`src/rv_pipe_pkg.sv`:
```
`default_nettype none

package rv_pipe_pkg;

    typedef logic [31:0] rv_word_t;
    typedef logic [4:0]  reg_idx_t;

    // RV32I major opcodes handled by this slice
    typedef enum logic [6:0] {
        op     = 7'b0110011,
        op_imm = 7'b0010011,
        lui    = 7'b0110111,
        auipc  = 7'b0010111,
        jal    = 7'b1101111,
        jalr   = 7'b1100111,
        branch = 7'b1100011
    } opcode_e;

    // ALU ops follow funct3. 010 and 011 are free slots for sra and sub
    typedef enum logic [2:0] {
        alu_add = 3'b000,
        alu_sll = 3'b001,
        alu_sra = 3'b010,
        alu_sub = 3'b011,
        alu_xor = 3'b100,
        alu_srl = 3'b101,
        alu_or  = 3'b110,
        alu_and = 3'b111
    } alu_op_e;

    // Same encoding as branch funct3
    typedef enum logic [2:0] {
        beq  = 3'b000,
        bne  = 3'b001,
        blt  = 3'b100,
        bge  = 3'b101,
        bltu = 3'b110,
        bgeu = 3'b111
    } cmp_op_e;

    typedef enum logic {
        rs1_out = 1'b0,
        pc_out  = 1'b1
    } alumux1_sel_e;

    typedef enum logic {
        imm_out = 1'b0,
        rs2_out = 1'b1
    } alumux2_sel_e;

    typedef enum logic {
        cmp_rs2_out = 1'b0,
        cmp_imm_out = 1'b1 // slti, sltiu
    } cmpmux_sel_e;

    typedef enum logic [1:0] {
        pc_plus4        = 2'b00,
        alu_target      = 2'b01,
        alu_target_lsb0 = 2'b10 // jalr
    } pcmux_sel_e;

    typedef enum logic [1:0] {
        rf_alu_out  = 2'b00,
        rf_br_en    = 2'b01, // slt, sltu
        rf_u_imm    = 2'b10,
        rf_pc_plus4 = 2'b11
    } regfilemux_sel_e;

    typedef struct packed {
        alu_op_e      aluop;
        cmp_op_e      cmpop;
        alumux1_sel_e alumux1_sel;
        alumux2_sel_e alumux2_sel;
        cmpmux_sel_e  cmpmux_sel;
        pcmux_sel_e   pcmux_sel;
        logic         is_branch;
        logic         is_jump;
    } ctrl_ex_t;

    typedef struct packed {
        regfilemux_sel_e regfilemux_sel;
        logic            load_regfile;
        reg_idx_t        rd;
    } ctrl_wb_t;

    // ID/EX pipeline word
    typedef struct packed {
        logic     valid;
        rv_word_t pc;
        rv_word_t ir;
        rv_word_t rs1_val;
        rv_word_t rs2_val;
        rv_word_t imm;
        ctrl_ex_t ctrl_ex;
        ctrl_wb_t ctrl_wb;
    } id_ex_t;

    // Writeback request out of execute
    typedef struct packed {
        logic     valid;
        reg_idx_t rd;
        logic     we;
        rv_word_t wdata;
    } ex_result_t;

endpackage

`default_nettype wire

```
`src/rv_decode.sv`:
```
`timescale 1ns/1ps
`default_nettype none

module rv_decode (
    input  logic                  instr_valid,
    input  rv_pipe_pkg::rv_word_t instr,
    input  rv_pipe_pkg::rv_word_t pc,
    input  rv_pipe_pkg::rv_word_t rs1_val,
    input  rv_pipe_pkg::rv_word_t rs2_val,
    output rv_pipe_pkg::id_ex_t   id_word,
    output logic                  illegal
);
    import rv_pipe_pkg::*;

    opcode_e  opcode;
    logic [2:0] funct3;
    logic     funct7_b5;
    reg_idx_t rd_idx;
    rv_word_t imm_i;
    rv_word_t imm_u;
    rv_word_t imm_b;
    rv_word_t imm_j;
    rv_word_t imm;
    ctrl_ex_t ctrl_ex;
    ctrl_wb_t ctrl_wb;
    logic     writes_rd;
    logic     known;

    assign opcode    = opcode_e'(instr[6:0]);
    assign funct3    = instr[14:12];
    assign funct7_b5 = instr[30]; // sub, sra, srai
    assign rd_idx    = instr[11:7];

    assign imm_i = {{21{instr[31]}}, instr[30:20]};
    assign imm_u = {instr[31:12], 12'b0};
    assign imm_b = {{20{instr[31]}}, instr[7], instr[30:25], instr[11:8], 1'b0};
    assign imm_j = {{12{instr[31]}}, instr[19:12], instr[20], instr[30:21], 1'b0};

    always_comb begin
        ctrl_ex.aluop       = alu_add;
        ctrl_ex.cmpop       = beq;
        ctrl_ex.alumux1_sel = rs1_out;
        ctrl_ex.alumux2_sel = imm_out;
        ctrl_ex.cmpmux_sel  = cmp_rs2_out;
        ctrl_ex.pcmux_sel   = pc_plus4;
        ctrl_ex.is_branch   = 1'b0;
        ctrl_ex.is_jump     = 1'b0;
        ctrl_wb.regfilemux_sel = rf_alu_out;
        imm       = imm_i;
        writes_rd = 1'b0;
        known     = 1'b1;

        case (opcode)
            op, op_imm: begin
                writes_rd = 1'b1;
                ctrl_ex.aluop = alu_op_e'(funct3);
                if (opcode == op) begin
                    ctrl_ex.alumux2_sel = rs2_out;
                    if (funct3 == 3'b000 && funct7_b5)
                        ctrl_ex.aluop = alu_sub;
                end else begin
                    ctrl_ex.cmpmux_sel = cmp_imm_out;
                end
                if (funct3 == 3'b101 && funct7_b5)
                    ctrl_ex.aluop = alu_sra;
                // Set-less-than goes through the comparator
                if (funct3 == 3'b010) begin
                    ctrl_ex.cmpop = blt;
                    ctrl_wb.regfilemux_sel = rf_br_en;
                end else if (funct3 == 3'b011) begin
                    ctrl_ex.cmpop = bltu;
                    ctrl_wb.regfilemux_sel = rf_br_en;
                end
            end
            lui: begin
                writes_rd = 1'b1;
                imm = imm_u;
                ctrl_wb.regfilemux_sel = rf_u_imm;
            end
            auipc: begin
                writes_rd = 1'b1;
                imm = imm_u;
                ctrl_ex.alumux1_sel = pc_out;
            end
            jal: begin
                writes_rd = 1'b1;
                imm = imm_j;
                ctrl_ex.alumux1_sel = pc_out;
                ctrl_ex.pcmux_sel   = alu_target;
                ctrl_ex.is_jump     = 1'b1;
                ctrl_wb.regfilemux_sel = rf_pc_plus4; // Link
            end
            jalr: begin
                writes_rd = 1'b1;
                ctrl_ex.pcmux_sel = alu_target_lsb0;
                ctrl_ex.is_jump   = 1'b1;
                ctrl_wb.regfilemux_sel = rf_pc_plus4;
            end
            branch: begin
                imm = imm_b;
                ctrl_ex.cmpop       = cmp_op_e'(funct3);
                ctrl_ex.alumux1_sel = pc_out;
                ctrl_ex.pcmux_sel   = alu_target;
                ctrl_ex.is_branch   = 1'b1;
            end
            default: known = 1'b0;
        endcase

        // x0 is never written
        ctrl_wb.load_regfile = writes_rd && (rd_idx != 5'd0);
        ctrl_wb.rd = ctrl_wb.load_regfile ? rd_idx : 5'd0;
    end

    assign id_word = '{
        valid:   instr_valid && known,
        pc:      pc,
        ir:      instr,
        rs1_val: rs1_val,
        rs2_val: rs2_val,
        imm:     imm,
        ctrl_ex: ctrl_ex,
        ctrl_wb: ctrl_wb
    };

    assign illegal = instr_valid && !known;

    // Illegal opcodes leave as inert bubbles
    always_comb begin
        if (illegal)
            assert final (!id_word.valid && !id_word.ctrl_wb.load_regfile &&
                          !id_word.ctrl_ex.is_jump && !id_word.ctrl_ex.is_branch)
                else $error("rv_decode: illegal instruction is not an inert bubble");
    end

endmodule

`default_nettype wire

```
`src/rv_stage_reg.sv`:
```
`timescale 1ns/1ps
`default_nettype none

module rv_stage_reg (
    input  logic                clk,
    input  logic                rst,
    input  logic                stall,
    input  logic                redirect,
    input  rv_pipe_pkg::id_ex_t in,
    output rv_pipe_pkg::id_ex_t out
);
    import rv_pipe_pkg::*;

    logic     load;
    logic     valid_q;
    ctrl_ex_t ctrl_ex_q;
    ctrl_wb_t ctrl_wb_q;
    rv_word_t pc_q;
    rv_word_t ir_q;
    rv_word_t rs1_q;
    rv_word_t rs2_q;
    rv_word_t imm_q;

    assign load = !stall;

    always_ff @(posedge clk) begin
        if (rst) begin
            valid_q               <= 1'b0;
            ctrl_ex_q.aluop       <= alu_add;
            ctrl_ex_q.cmpop       <= beq;
            ctrl_ex_q.alumux1_sel <= rs1_out;
            ctrl_ex_q.alumux2_sel <= imm_out;
            ctrl_ex_q.cmpmux_sel  <= cmp_rs2_out;
            ctrl_ex_q.pcmux_sel   <= pc_plus4;
            ctrl_ex_q.is_branch   <= 1'b0;
            ctrl_ex_q.is_jump     <= 1'b0;
            ctrl_wb_q.regfilemux_sel <= rf_alu_out;
            ctrl_wb_q.load_regfile   <= 1'b0;
            ctrl_wb_q.rd             <= 5'd0;
        end else if (load) begin
            valid_q   <= in.valid && !redirect; // Wrong-path slot squashed
            ctrl_ex_q <= in.ctrl_ex;
            ctrl_wb_q <= in.ctrl_wb;
        end
    end

    // Operand payload
    always_ff @(posedge clk) begin
        if (load) begin
            pc_q  <= in.pc;
            ir_q  <= in.ir;
            rs1_q <= in.rs1_val;
            rs2_q <= in.rs2_val;
            imm_q <= in.imm;
        end
    end

    assign out = '{
        valid:   valid_q,
        pc:      pc_q,
        ir:      ir_q,
        rs1_val: rs1_q,
        rs2_val: rs2_q,
        imm:     imm_q,
        ctrl_ex: ctrl_ex_q,
        ctrl_wb: ctrl_wb_q
    };

    a_hold_on_stall: assert property (@(posedge clk) disable iff (rst)
        stall |=> $stable(out))
        else $error("rv_stage_reg: output changed under stall");

endmodule

`default_nettype wire

```
`src/rv_execute.sv`:
```
`timescale 1ns/1ps
`default_nettype none

module rv_execute (
    input  rv_pipe_pkg::id_ex_t     ex_word,
    output rv_pipe_pkg::ex_result_t result,
    output logic                    redirect,
    output rv_pipe_pkg::rv_word_t   redirect_pc
);
    import rv_pipe_pkg::*;

    ctrl_ex_t ctrl_ex;
    ctrl_wb_t ctrl_wb;
    rv_word_t alu_a;
    rv_word_t alu_b;
    rv_word_t cmp_b;
    rv_word_t alu_out;
    rv_word_t pc_next4;
    rv_word_t target;
    rv_word_t wdata;
    logic     br_en;

    assign ctrl_ex  = ex_word.ctrl_ex;
    assign ctrl_wb  = ex_word.ctrl_wb;
    assign pc_next4 = ex_word.pc + 32'd4;

    // Operand muxes
    assign alu_a = (ctrl_ex.alumux1_sel == pc_out)  ? ex_word.pc  : ex_word.rs1_val;
    assign alu_b = (ctrl_ex.alumux2_sel == rs2_out) ? ex_word.rs2_val : ex_word.imm;
    assign cmp_b = (ctrl_ex.cmpmux_sel == cmp_imm_out) ? ex_word.imm : ex_word.rs2_val;

    always_comb begin
        case (ctrl_ex.aluop)
            alu_add: alu_out = alu_a + alu_b;
            alu_sub: alu_out = alu_a - alu_b;
            alu_sll: alu_out = alu_a << alu_b[4:0];
            alu_srl: alu_out = alu_a >> alu_b[4:0];
            alu_sra: alu_out = rv_word_t'($signed(alu_a) >>> alu_b[4:0]);
            alu_xor: alu_out = alu_a ^ alu_b;
            alu_or:  alu_out = alu_a | alu_b;
            alu_and: alu_out = alu_a & alu_b;
            default: alu_out = alu_a + alu_b;
        endcase
    end

    // Comparator on rs1 against rs2 or imm
    always_comb begin
        case (ctrl_ex.cmpop)
            beq:     br_en = (ex_word.rs1_val == cmp_b);
            bne:     br_en = (ex_word.rs1_val != cmp_b);
            blt:     br_en = ($signed(ex_word.rs1_val) <  $signed(cmp_b));
            bge:     br_en = ($signed(ex_word.rs1_val) >= $signed(cmp_b));
            bltu:    br_en = (ex_word.rs1_val <  cmp_b);
            bgeu:    br_en = (ex_word.rs1_val >= cmp_b);
            default: br_en = 1'b0;
        endcase
    end

    always_comb begin
        case (ctrl_ex.pcmux_sel)
            alu_target:      target = alu_out;
            alu_target_lsb0: target = {alu_out[31:1], 1'b0};
            default:         target = pc_next4;
        endcase
    end

    assign redirect = ex_word.valid &&
                      (ctrl_ex.is_jump || (ctrl_ex.is_branch && br_en));
    assign redirect_pc = target;

    always_comb begin
        case (ctrl_wb.regfilemux_sel)
            rf_br_en:    wdata = {31'd0, br_en};
            rf_u_imm:    wdata = ex_word.imm;
            rf_pc_plus4: wdata = pc_next4;
            default:     wdata = alu_out;
        endcase
    end

    assign result = '{
        valid: ex_word.valid,
        rd:    ctrl_wb.rd,
        we:    ex_word.valid && ctrl_wb.load_regfile,
        wdata: wdata
    };

    // A redirect needs a valid slot and a real target
    always_comb begin
        if (redirect)
            assert final (ex_word.valid && ctrl_ex.pcmux_sel != pc_plus4)
                else $error("rv_execute: redirect from invalid slot or to pc+4");
    end

endmodule

`default_nettype wire

```
`src/rv_ex_slice.sv`:
```
`timescale 1ns/1ps
`default_nettype none

module rv_ex_slice (
    input  logic                    clk,
    input  logic                    rst,
    input  logic                    stall,
    input  logic                    instr_valid,
    input  rv_pipe_pkg::rv_word_t   instr,
    input  rv_pipe_pkg::rv_word_t   pc,
    input  rv_pipe_pkg::rv_word_t   rs1_val,
    input  rv_pipe_pkg::rv_word_t   rs2_val,
    output rv_pipe_pkg::ex_result_t result,
    output logic                    redirect,
    output rv_pipe_pkg::rv_word_t   redirect_pc,
    output logic                    illegal
);
    import rv_pipe_pkg::*;

    id_ex_t id_word;
    id_ex_t ex_word; // ID/EX register output

    rv_decode u_decode (
        .instr_valid (instr_valid),
        .instr       (instr),
        .pc          (pc),
        .rs1_val     (rs1_val),
        .rs2_val     (rs2_val),
        .id_word     (id_word),
        .illegal     (illegal)
    );

    rv_stage_reg u_stage (
        .clk      (clk),
        .rst      (rst),
        .stall    (stall),
        .redirect (redirect),
        .in       (id_word),
        .out      (ex_word)
    );

    rv_execute u_execute (
        .ex_word     (ex_word),
        .result      (result),
        .redirect    (redirect),
        .redirect_pc (redirect_pc)
    );

endmodule

`default_nettype wire

```
`config.mk`:
```
export PLATFORM = sky130hd
export DESIGN_NAME = rv_ex_slice
export DESIGN_NICKNAME = d
export VERILOG_FILES = /design/src/rv_pipe_pkg.sv /design/src/rv_decode.sv /design/src/rv_stage_reg.sv /design/src/rv_execute.sv /design/src/rv_ex_slice.sv
export SDC_FILE = /design/constraint.sdc
export NUM_CORES = 1
export LEC_CHECK = 0
export ABC_AREA = 0
export CELL_PAD_IN_SITES_DETAIL_PLACEMENT = 0
export CELL_PAD_IN_SITES_GLOBAL_PLACEMENT = 1
export CORE_MARGIN = 1
export CORE_UTILIZATION = 50
export DETAILED_ROUTE_END_ITERATION = 7
export DONT_BUFFER_PORTS = 1
export PLACE_DENSITY = 0.86
export SETUP_SLACK_MARGIN = 0.1
export SLEW_MARGIN = 20
export SYNTH_ARGS = -nofsm -noshare
export SYNTH_HDL_FRONTEND = slang
export SYNTH_SLANG_ARGS = --single-unit
```
`constraint.sdc`:
```
create_clock -name clk -period 6.6 [get_ports clk]
set_input_delay 0.33 -clock clk [delete_from_list [all_inputs] [get_ports clk]]
set_output_delay 0.33 -clock clk [all_outputs]
set_load 0.05 [all_outputs]
```
# Yosys cells after proc, flatten, opt, wreduce, memory -nomap -nowiden
# Index checks and enable logic that the tools add are counted.
# totals
register_bits,150
in_bits,132
output_inout_bits,73
# op_classes
add_sub_neg,3
order_cmp,4
eq_ne,29
n_shift,3
mux,28
bitwise_logic,3
reduce_logical,23
# ops
cell,count
$pmux 32 s8,1
$mux 32,3
$pmux 32 s3,1
$pmux 31 s3,1
$ge 32x32->1,2
$lt 32x32->1,2
$pmux 32 s2,1
$add 32x3->32 const B,1
$add 32x32->32,1
$and 32x32->32,1
$eq 32x32->1,1
$ne 32x32->1,1
$or 32x32->32,1
$shl 32x5->32,1
$shr 32x5->32,1
$sshr 32x5->32,1
$sub 32x32->32,1
$xor 32x32->32,1
$eq 3x3->1 const B,9
$eq 7x7->1 const B,3
$mux 3,6
$eq 7x5->1 const B,2
$eq 7x6->1 const B,2
$eq 3x2->1 const B,4
19 further kinds,45

# Depth between registers and ports, before layout
# Gate-level depths: netlist of run 1.
# depth
ltp_word,8
mapped_depth,23
mapped_depth_nobuf,19

# By module
# A second synthesis of run 1 with hierarchy kept.
# hier_totals
cells_unflattened,2161
hier_area_um2,18579.1
# modules_own_cells
mod,n_inst,cells_each,area_each_um2
rv_execute,1,1682,11304.6
rv_stage_reg,1,234,5596.6
rv_decode,1,245,1677.9

# Least setup slack after synthesis of run 1
# OpenSTA, ideal clock, no wires.
# synth_path
path_kind,register to output
start,register u_stage.ctrl_ex_q (netlist bit u_stage.out[13])
end,output result[30] (netlist name)
arrival_time_ps,5843
t_required_ps,6270
slack_ps,427
stages_incl_launch_ff,23
n_path_buf,4
path_cell_list,dfxtp_1 -> mux2i_1 -> buf_2 -> buf_2 -> clkbuf_1 -> ha_1 -> o211ai_1 -> nor3_1 -> nand3_1 -> or2_1 -> o31ai_1 -> xnor2_1 -> ha_1 -> clkbuf_1 -> nand3_1 -> nor2_1 -> o21ai_0 -> o211ai_1 -> a2111oi_2 -> o41ai_1 -> xor2_1 -> o21ai_1 -> o31ai_1
# synth_lines
item,line_no,source
start: declaration,rv_stage_reg.sv:16,ctrl_ex_t ctrl_ex_q;
start signal: assignment,rv_stage_reg.sv:42,ctrl_ex_q <= in.ctrl_ex;
end: declaration,rv_ex_slice.sv:13,"output rv_pipe_pkg::ex_result_t result,"

# Worst setup path after layout of run 1
# layout_path
start,register u_stage.ctrl_ex_q (netlist bit u_stage.out[13])
end,output redirect_pc[30]
# layout_between
elab_chain_cells,4
word_cells_on_any_way,11
# layout_lines
item,line_no,source
$mux 32 (*),rv_execute.sv:29,assign alu_b = (ctrl_ex.alumux2_sel == rs2_out) ? ex_word.rs2_val : ex_word.imm;
$sub 32x32->32 (tied with other cells),rv_execute.sv:35,alu_sub: alu_out = alu_a - alu_b;
$pmux 32 s8 (*),rv_execute.sv:33,case (ctrl_ex.aluop)
$pmux 32 s2 (*),rv_execute.sv:60,case (ctrl_ex.pcmux_sel)
end: declaration,rv_ex_slice.sv:15,"output rv_pipe_pkg::rv_word_t redirect_pc,"
# Mark *: on every way between the ends. The rest lies on a longest branch, timed or not.

==> results.yml, run 1 <==
drt:
  wl_met2_um: 30500
  highest_layer: "met4"
  vias_per_cell: 6.87
  wl_um: 70200
  routedWlPerCell_um: 28.0
  wl_met1_um: 27600
  dr.pass1.iters: 7
  postRouteAntennaNets: 0
  drc: 0
  vias: 17190
  dr_wl_met3_um: 8250
  drt-initial-drc-count: 2356
global_route:
  grt_remaining_overflow: 0
  grt_pass1_vias: 16212
  grt_start_max_net_pins: 87
  antenna_found_initial: 3
  grt_pass1_wl_um: 103000
  track_usage_pct: 41.0
pwr:
  irDropWorstVdd_mv: 0.304
  design_power_total_mw: 4.08
  powerDensity_nw_per_um2: 216
  leakagePower_nw: 7.35
clock_tree:
  cts_tree: "built"
  clk_path_buf_depth: 2
  htree_num_levels: 4
  clock_sinks: 150
  clock_latency_ns: 0.47
  clk_pin_slew_ns: 0.09
  numCtsBuffers: 17
  cts_setup_buffers: 0
  clockRootBuffer: "clkbuf_16"
sta:
  hold_violations: 0
  max-slew-margin-rel_pct: 17.5
  hold_ws_ns: 0.0205
  finalCritPeriodShare_pct: 93.4
  rsz0062_at_grt: "false"
  period_minus_slack_ns: 6.16
  setup_tns_ns: 0
  final_max_slew_viol_count: 0
  worstMarginPinSlew_ns: 1.23
  max_freq_mhz: 162
  setup_viol: 0
  finClkSkew_ns: 0.0209
die:
  ios: 205
  dieArea_um2: 33900
  die_w_um: 184
  rows: 66
  core-area_um2: 32600
  die_height_um: 184
  initial_core_util_pct: 50.9
place:
  gp_congestion: 1.01
  port_buffers: 0
  dp.final_hpwl_um: 53000
hold_path:
  hold_start: "rst"
  hold_path_depth: 1
  min_to: "u_stage.out[19]"
  worst_hold_path_type: "in2reg"
logic_synthesis:
  async_flop_share_pct: 0
  synthFlopType: "edfxtp_1"
  synthDistinctLibCells: 93
  synth-edff-count: 128
  syn-cell-area_um2: 16600
  yosysSeqAreaShare_pct: 25.8
  synthesis.nets: 2246
  yosys_warnings: 0
  ys_seq_elements: 150
  synth_area_per_cell_um2: 8.38
  synthCells: 1980
cells_and_area:
  syn_to_final_growth_pct: 13.8
  drive_above_1_share_pct: 10.5
  fin_nets: 2310
job:
  maxCapViolCount: 0
setup_path:
  r2r_slack_ns: 2.01
  worst-path-buf-inv: 1
  cp_slowest_cell: "or4_1"
  endpoint_kind: "output pin"
  worstPathCellList: "mux2i_1 -> o21ai_1 -> or4_1 -> or2_1 -> o21ai_0 -> xnor2_1 -> ha_1 -> a21oi_1 -> o211ai_1 -> o2111ai_1 -> o211ai_1 -> a2111oi_2 -> o41ai_1 -> xor2_1 -> o21ai_1 -> o22ai_1 -> buf_4"
  cp-start-kind: "flip-flop"
  cpPeakStageDelay_ns: 0.59
  rr_worst_depth: 11
  crit_type: "reg2out"
  crit_required_ns: 6.27
  critPathTopFamily: "compound AO/OA/AOI/OAI gates"
  crit_arrival_ns: 5.83
  cp_max_fo: 20
  r2r-start: "u_stage.out[12]"
  timing.rr.end: "u_stage.valid_q"
status:
  status: "finished clean"
==> layout by cell type (no fill, tap or decap), drive strengths merged, types with 79 or more instances in the layout <==
cell           n
edfxtp       128
inv          103
o21ai        141
buf           79
ha           133
mux2i        181
a21oi        158
nor2         158
nand2        201
dlygate4sd3   99
==> flip-flops by register name, indices dropped and copies added, names as in the netlist <==
name,flops
u_stage.imm_q,32
u_stage.rs1_q,32
u_stage.pc_q,32
u_stage.valid_q,1
u_stage.out,21
u_stage.rs2_q,32
==> report_power, final <==
group          internal [mW]  total, mW  leakage (nW)  switching [mW]
clock                  0.499      0.942         0.267           0.443
combinational          0.642       1.94          5.65            1.29
sequential              1.11       1.20          1.43          0.0913
==> area by class of cell <==
| cell class | count | area [um2] |
|---|---|---|
| Inverter | 101 | 384 |
| Multi-Input combinational cell | 1596 | 11400 |
| Tap cell | 442 | 553 |
| Timing Repair Buffer | 178 | 1680 |
| Antenna cell | 3 | 7.51 |
| Clock buffer | 18 | 439 |
| Clock inverter | 14 | 116 |
| Fill cell | 2848 | 13700 |
| Sequential cell | 150 | 4290 |
==> metrics by stage <==
stage                     utilization (%)  setup slack (ns)  area [um2]  cells
after floorplan                         -             0.427       16600   1980
after global placement               53.1              1.05       17300   2368
after detailed placement             53.1             0.803       17300   2368
after CTS                            57.8             0.312       18900   2499
after global routing                 57.9             0.142       18900   2502
final                                57.9             0.438       18900   2502
==> layer usage <==
| metal | GRT usage [%] | vias to the layer above |
|---|---|---|
| li1 | - | 7484 |
| met1 | 54.1 | 8143 |
| met2 | 63.0 | 1319 |
| met3 | 8.83 | 244 |
| met4 | 21.1 | 0 |
| met5 | 0 | - |
==> how the worst max path moves through the flow <==
stage	from	to	cells past startpoint
after floorplan	u_stage.out[13]	result[30]	22
after global placement	u_stage.out[13]	redirect_pc[30]	17
after detailed placement	u_stage.out[13]	redirect_pc[30]	17
after CTS	u_stage.out[13]	redirect_pc[30]	17
after global routing	u_stage.out[13]	redirect_pc[30]	17
final	u_stage.out[13]	redirect_pc[30]	17
==> synthesized netlist by cell type, drive strengths merged (5+ instances only) <==
| master | number | share of area (%) |
|---|---|---|
| nand2 | 201 | 4.5 |
| mux2i | 181 | 11 |
| a21oi | 158 | 4.8 |
| nor2 | 158 | 3.7 |
| o21ai | 141 | 4.3 |
| ha | 133 | 10 |
| edfxtp | 128 | 23 |
| inv | 98 | 2.2 |
| clkbuf | 77 | 1.8 |
| buf | 56 | 2.4 |
| xnor2 | 56 | 3.0 |
| nor3 | 40 | 1.2 |
| o22ai | 37 | 1.4 |
| a21o | 31 | 1.4 |
| mux2 | 29 | 2.0 |
| nand3 | 29 | 0.87 |
| o211ai | 29 | 1.3 |
| xor2 | 27 | 1.4 |
| a211oi | 26 | 1.2 |
| o31ai | 24 | 1.1 |
| nand2b | 23 | 0.87 |
| a221oi | 22 | 1.2 |
| dfxtp | 22 | 2.7 |
| a22o | 19 | 1.0 |
| and3 | 19 | 0.72 |
| a31oi | 17 | 0.64 |
| nor2b | 17 | 0.64 |
| nand4 | 15 | 0.57 |
| o32ai | 12 | 0.63 |
| and2 | 10 | 0.38 |
| or2 | 10 | 0.38 |
| a22oi | 9 | 0.41 |
| nor4 | 8 | 0.43 |
| o221ai | 8 | 0.42 |
| a2111oi | 7 | 0.41 |
| a21boi | 7 | 0.32 |
| a32oi | 7 | 0.37 |
| o2bb2ai | 7 | 0.37 |
| a211o | 6 | 0.32 |
| a221o | 6 | 0.36 |
| o21a | 6 | 0.27 |
| or4 | 6 | 0.29 |
| and4 | 5 | 0.26 |
| nor3b | 5 | 0.26 |
| or3 | 5 | 0.22 |
==> logic make-up after synthesis <==
logic type	synth area share, %
buf+inv	6.48
mux	13.7
simple gates	15.8
fa+ha+maj	10.2
xor+xnor	4.38
compound gates	23.6
flops	25.8
==> what timing repair did <==
item,in CTS,in global routing
resized for setup,0,2
hold buffers,99,0
hold endpoints to repair,117,0
setup endpoints to repair,0,6
Power figures use the tool's default switching activity.
==> run 2, diff against run 1 <==
--- a/config.mk
+++ b/config.mk
@@ -5,14 +5,14 @@
 export SDC_FILE = /design/constraint.sdc
 export NUM_CORES = 1
 export LEC_CHECK = 0
-export ABC_AREA = 0
+export ABC_AREA = 1
 export CELL_PAD_IN_SITES_DETAIL_PLACEMENT = 0
 export CELL_PAD_IN_SITES_GLOBAL_PLACEMENT = 1
 export CORE_MARGIN = 1
-export CORE_UTILIZATION = 50
+export CORE_UTILIZATION = 47
 export DETAILED_ROUTE_END_ITERATION = 7
 export DONT_BUFFER_PORTS = 1
-export PLACE_DENSITY = 0.86
+export PLACE_DENSITY = 0.85
 export SETUP_SLACK_MARGIN = 0.1
 export SLEW_MARGIN = 20
 export SYNTH_ARGS = -nofsm -noshare
==> run 2 against run 1 <==
- clock skew shrank 0.0048 ns
- largest cell class unchanged
- non-clock buffer count shrank 15
- via count grew 7.0%
- maximum frequency grew 1.9%
- clock-buffer cell count is the same
==> results.yml, run 2 <==
clock_tree:
  cts_setup_buffers: 0
  numCtsBuffers: 17
  htree_num_levels: 4
  cts-resized-gates: 0
  clk_pin_slew_ns: 0.06
  cts_tree: "built"
  clock_latency_ns: 0.44
  clockRootBuffer: "clkbuf_16"
  clk_path_buf_depth: 2
  holdBufCountCts: 98
  clock_sinks: 150
drt:
  highest_layer: "met4"
  postRouteAntennaNets: 0
  routedWlPerCell_um: 24.2
  wl_met1_um: 29300
  dr.pass1.iters: 6
  drc: 0
  wl_um: 73100
  vias_per_cell: 6.09
  dr_wl_met3_um: 8020
  vias: 18396
  drt-initial-drc-count: 2132
  wl_met2_um: 31800
logic_synthesis:
  syn-cell-area_um2: 16500
  synth_area_leaders: "edfxtp_1, nand2_1, ha_1"
  synth_top_area_share_pct: 23.3
  async_flop_share_pct: 0
  synthDistinctLibCells: 60
  synthesis.nets: 2750
  synthFlopType: "edfxtp_1"
  yosysSeqAreaShare_pct: 26.0
  synth_top_area_cell: "edfxtp_1"
  yosysMostFrequentCell: "nand2_1"
  synthCells: 2484
  synth-edff-count: 128
  yosys_warnings: 0
  synth_area_per_cell_um2: 6.64
  ys_seq_elements: 150
  ys_top_cells_by_count: "nand2_1, inv_1, o21ai_0, nand3_1, nor2_1"
pwr:
  swShare_pct: 47.2
  clkPwrFrac_pct: 22.9
  combPwrFrac_pct: 47.0
  p_seq_share_pct: 30.1
  power_switching_mw: 1.86
  irDropWorstVdd_mv: 0.258
  p_int_mw: 2.07
  leakagePower_nw: 8.22
  powerDensity_nw_per_um2: 212
sta:
  setup_tns_ns: 0
  period_minus_slack_ns: 6.05
  timing.final.ws_setup_ns: 0.554
  max-slew-margin-rel_pct: 18.0
  max_freq_mhz: 165
  setup_viol: 0
  rsz0062_at_grt: "false"
  finClkSkew_ns: 0.0161
  final_max_slew_viol_count: 0
  hold_violations: 0
  finalCritPeriodShare_pct: 91.6
  worstMarginPinSlew_ns: 1.22
setup_path:
  cp_max_fo: 25
  worstPathCellList: "inv_2 -> or2_1 -> o21ai_2 -> inv_1 -> nor4_1 -> nand4_1 -> nor2_2 -> nand2_1 -> o21ai_0 -> a21oi_1 -> a31oi_1 -> ha_1 -> a21oi_1 -> inv_1 -> a21oi_1 -> inv_1 -> a211oi_1 -> nand3_1 -> nand3b_1 -> nand3_2 -> nand3_1 -> nand2_1"
  worst-path-buf-inv: 4
  crit_type: "reg2out"
  cp-start-kind: "flip-flop"
  cp_slowest_cell: "dfxtp_2"
  crit_required_ns: 6.27
  endpoint_kind: "output pin"
  crit_arrival_ns: 5.72
  critPathTopFamily: "simple AND/OR/NAND/NOR gates"
  cpPeakStageDelay_ns: 0.64
status:
  status: "finished clean"
global_route:
  grt_pass1_wl_um: 107000
  antenna_found_initial: 1
  track_usage_pct: 40.3
  grt_remaining_overflow: 0
  grt_pass1_vias: 17346
  grt_start_max_net_pins: 82
cells_and_area:
  syn_to_final_growth_pct: 12.6
  final_cell_mix: "nand2_1, inv_1, o21ai_0"
  fin_nets: 2822
  diodes: 0
  final_common_cell: "nand2_1"
  drive_above_1_share_pct: 6.11
die:
  dieArea_um2: 35900
  rows: 68
  die_w_um: 189
  initial_core_util_pct: 47.8
  ios: 205
  core-area_um2: 34500
  die_height_um: 189
place:
  pre_cts_ws_ns: 1.18
  gp_congestion: 1.05
  dp.final_hpwl_um: 57200
  port_buffers: 0
hold_path:
  worst_hold_path_type: "in2reg"
job:
  maxCapViolCount: 0
run 2: cell types whose count changed after synthesis, moves of 45 or more:
cell	change
inv_1	+184
o21ai_0	+109
a21oi_1	-45
nand3_1	+157
o21ai_1	+47
nand2_1	+506
mux2i_1	-145
run 2: per-layer routing:
metal	up-vias	GRT usage (%)
met5	-	0
met2	1120	62.8
li1	8520	-
met4	0	21.0
met1	8554	52.0
met3	202	9.16
run 2: cell type report:
cell class	instances	area (um2)
Fill cell	3457	16000
Tap cell	455	569
Timing Repair Buffer	163	1470
Multi-Input combinational cell	1937	10600
Clock inverter	13	98.8
Sequential cell	150	4290
Clock buffer	18	429
Inverter	287	1080
run 2: kinds of logic (layout without fill, tap and decap cells):
group,after synthesis,count (layout),synth area share (%)
AND/OR/NAND/NOR,1151,1151,29.4
adder cells (fa/ha/maj),134,134,10.2
AO/OA/AOI/OAI,565,565,19.8
buffers and inverters,397,481,9.78
multiplexers,26,26,1.58
XOR/XNOR,61,61,3.24
flip-flops,150,150,26.0
run 2: power groups by stage:
stage                     sequential [mW]  combinational (mW)  clock (mW)
after floorplan                      1.16                1.26           0
after global placement               1.20                1.73           0
after detailed placement             1.20                1.73           0
after CTS                            1.18                1.79       0.891
after global routing                 1.19                1.97       0.931
final                                1.18                1.85       0.899
run 2: metrics by stage:
stage                     util [%]  hold WS [ns]  power [mW]  std cells  instance area, um2
after floorplan                  -         0.429        2.42       2484               16500
after global placement        49.4         0.396        2.93       2894               17100
after detailed placement      49.4         0.399        2.93       2894               17100
after CTS                     53.7        0.0211        3.86       3023               18600
after global routing          53.7        0.0362        4.09       3023               18600
final                         53.7        0.0296        3.93       3023               18600
run 2: final timing paths:
path                                        end       startpoint  depth (start not counted)  slack, ns
worst max-delay path            redirect_pc[31]  u_stage.out[13]                         22       0.55
worst min-delay path             u_stage.out[1]         instr[8]                          2       0.03
worst max register to register  u_stage.valid_q  u_stage.out[12]                         19       3.35
worst min register to register   u_stage.out[9]   u_stage.out[9]                          2       0.46
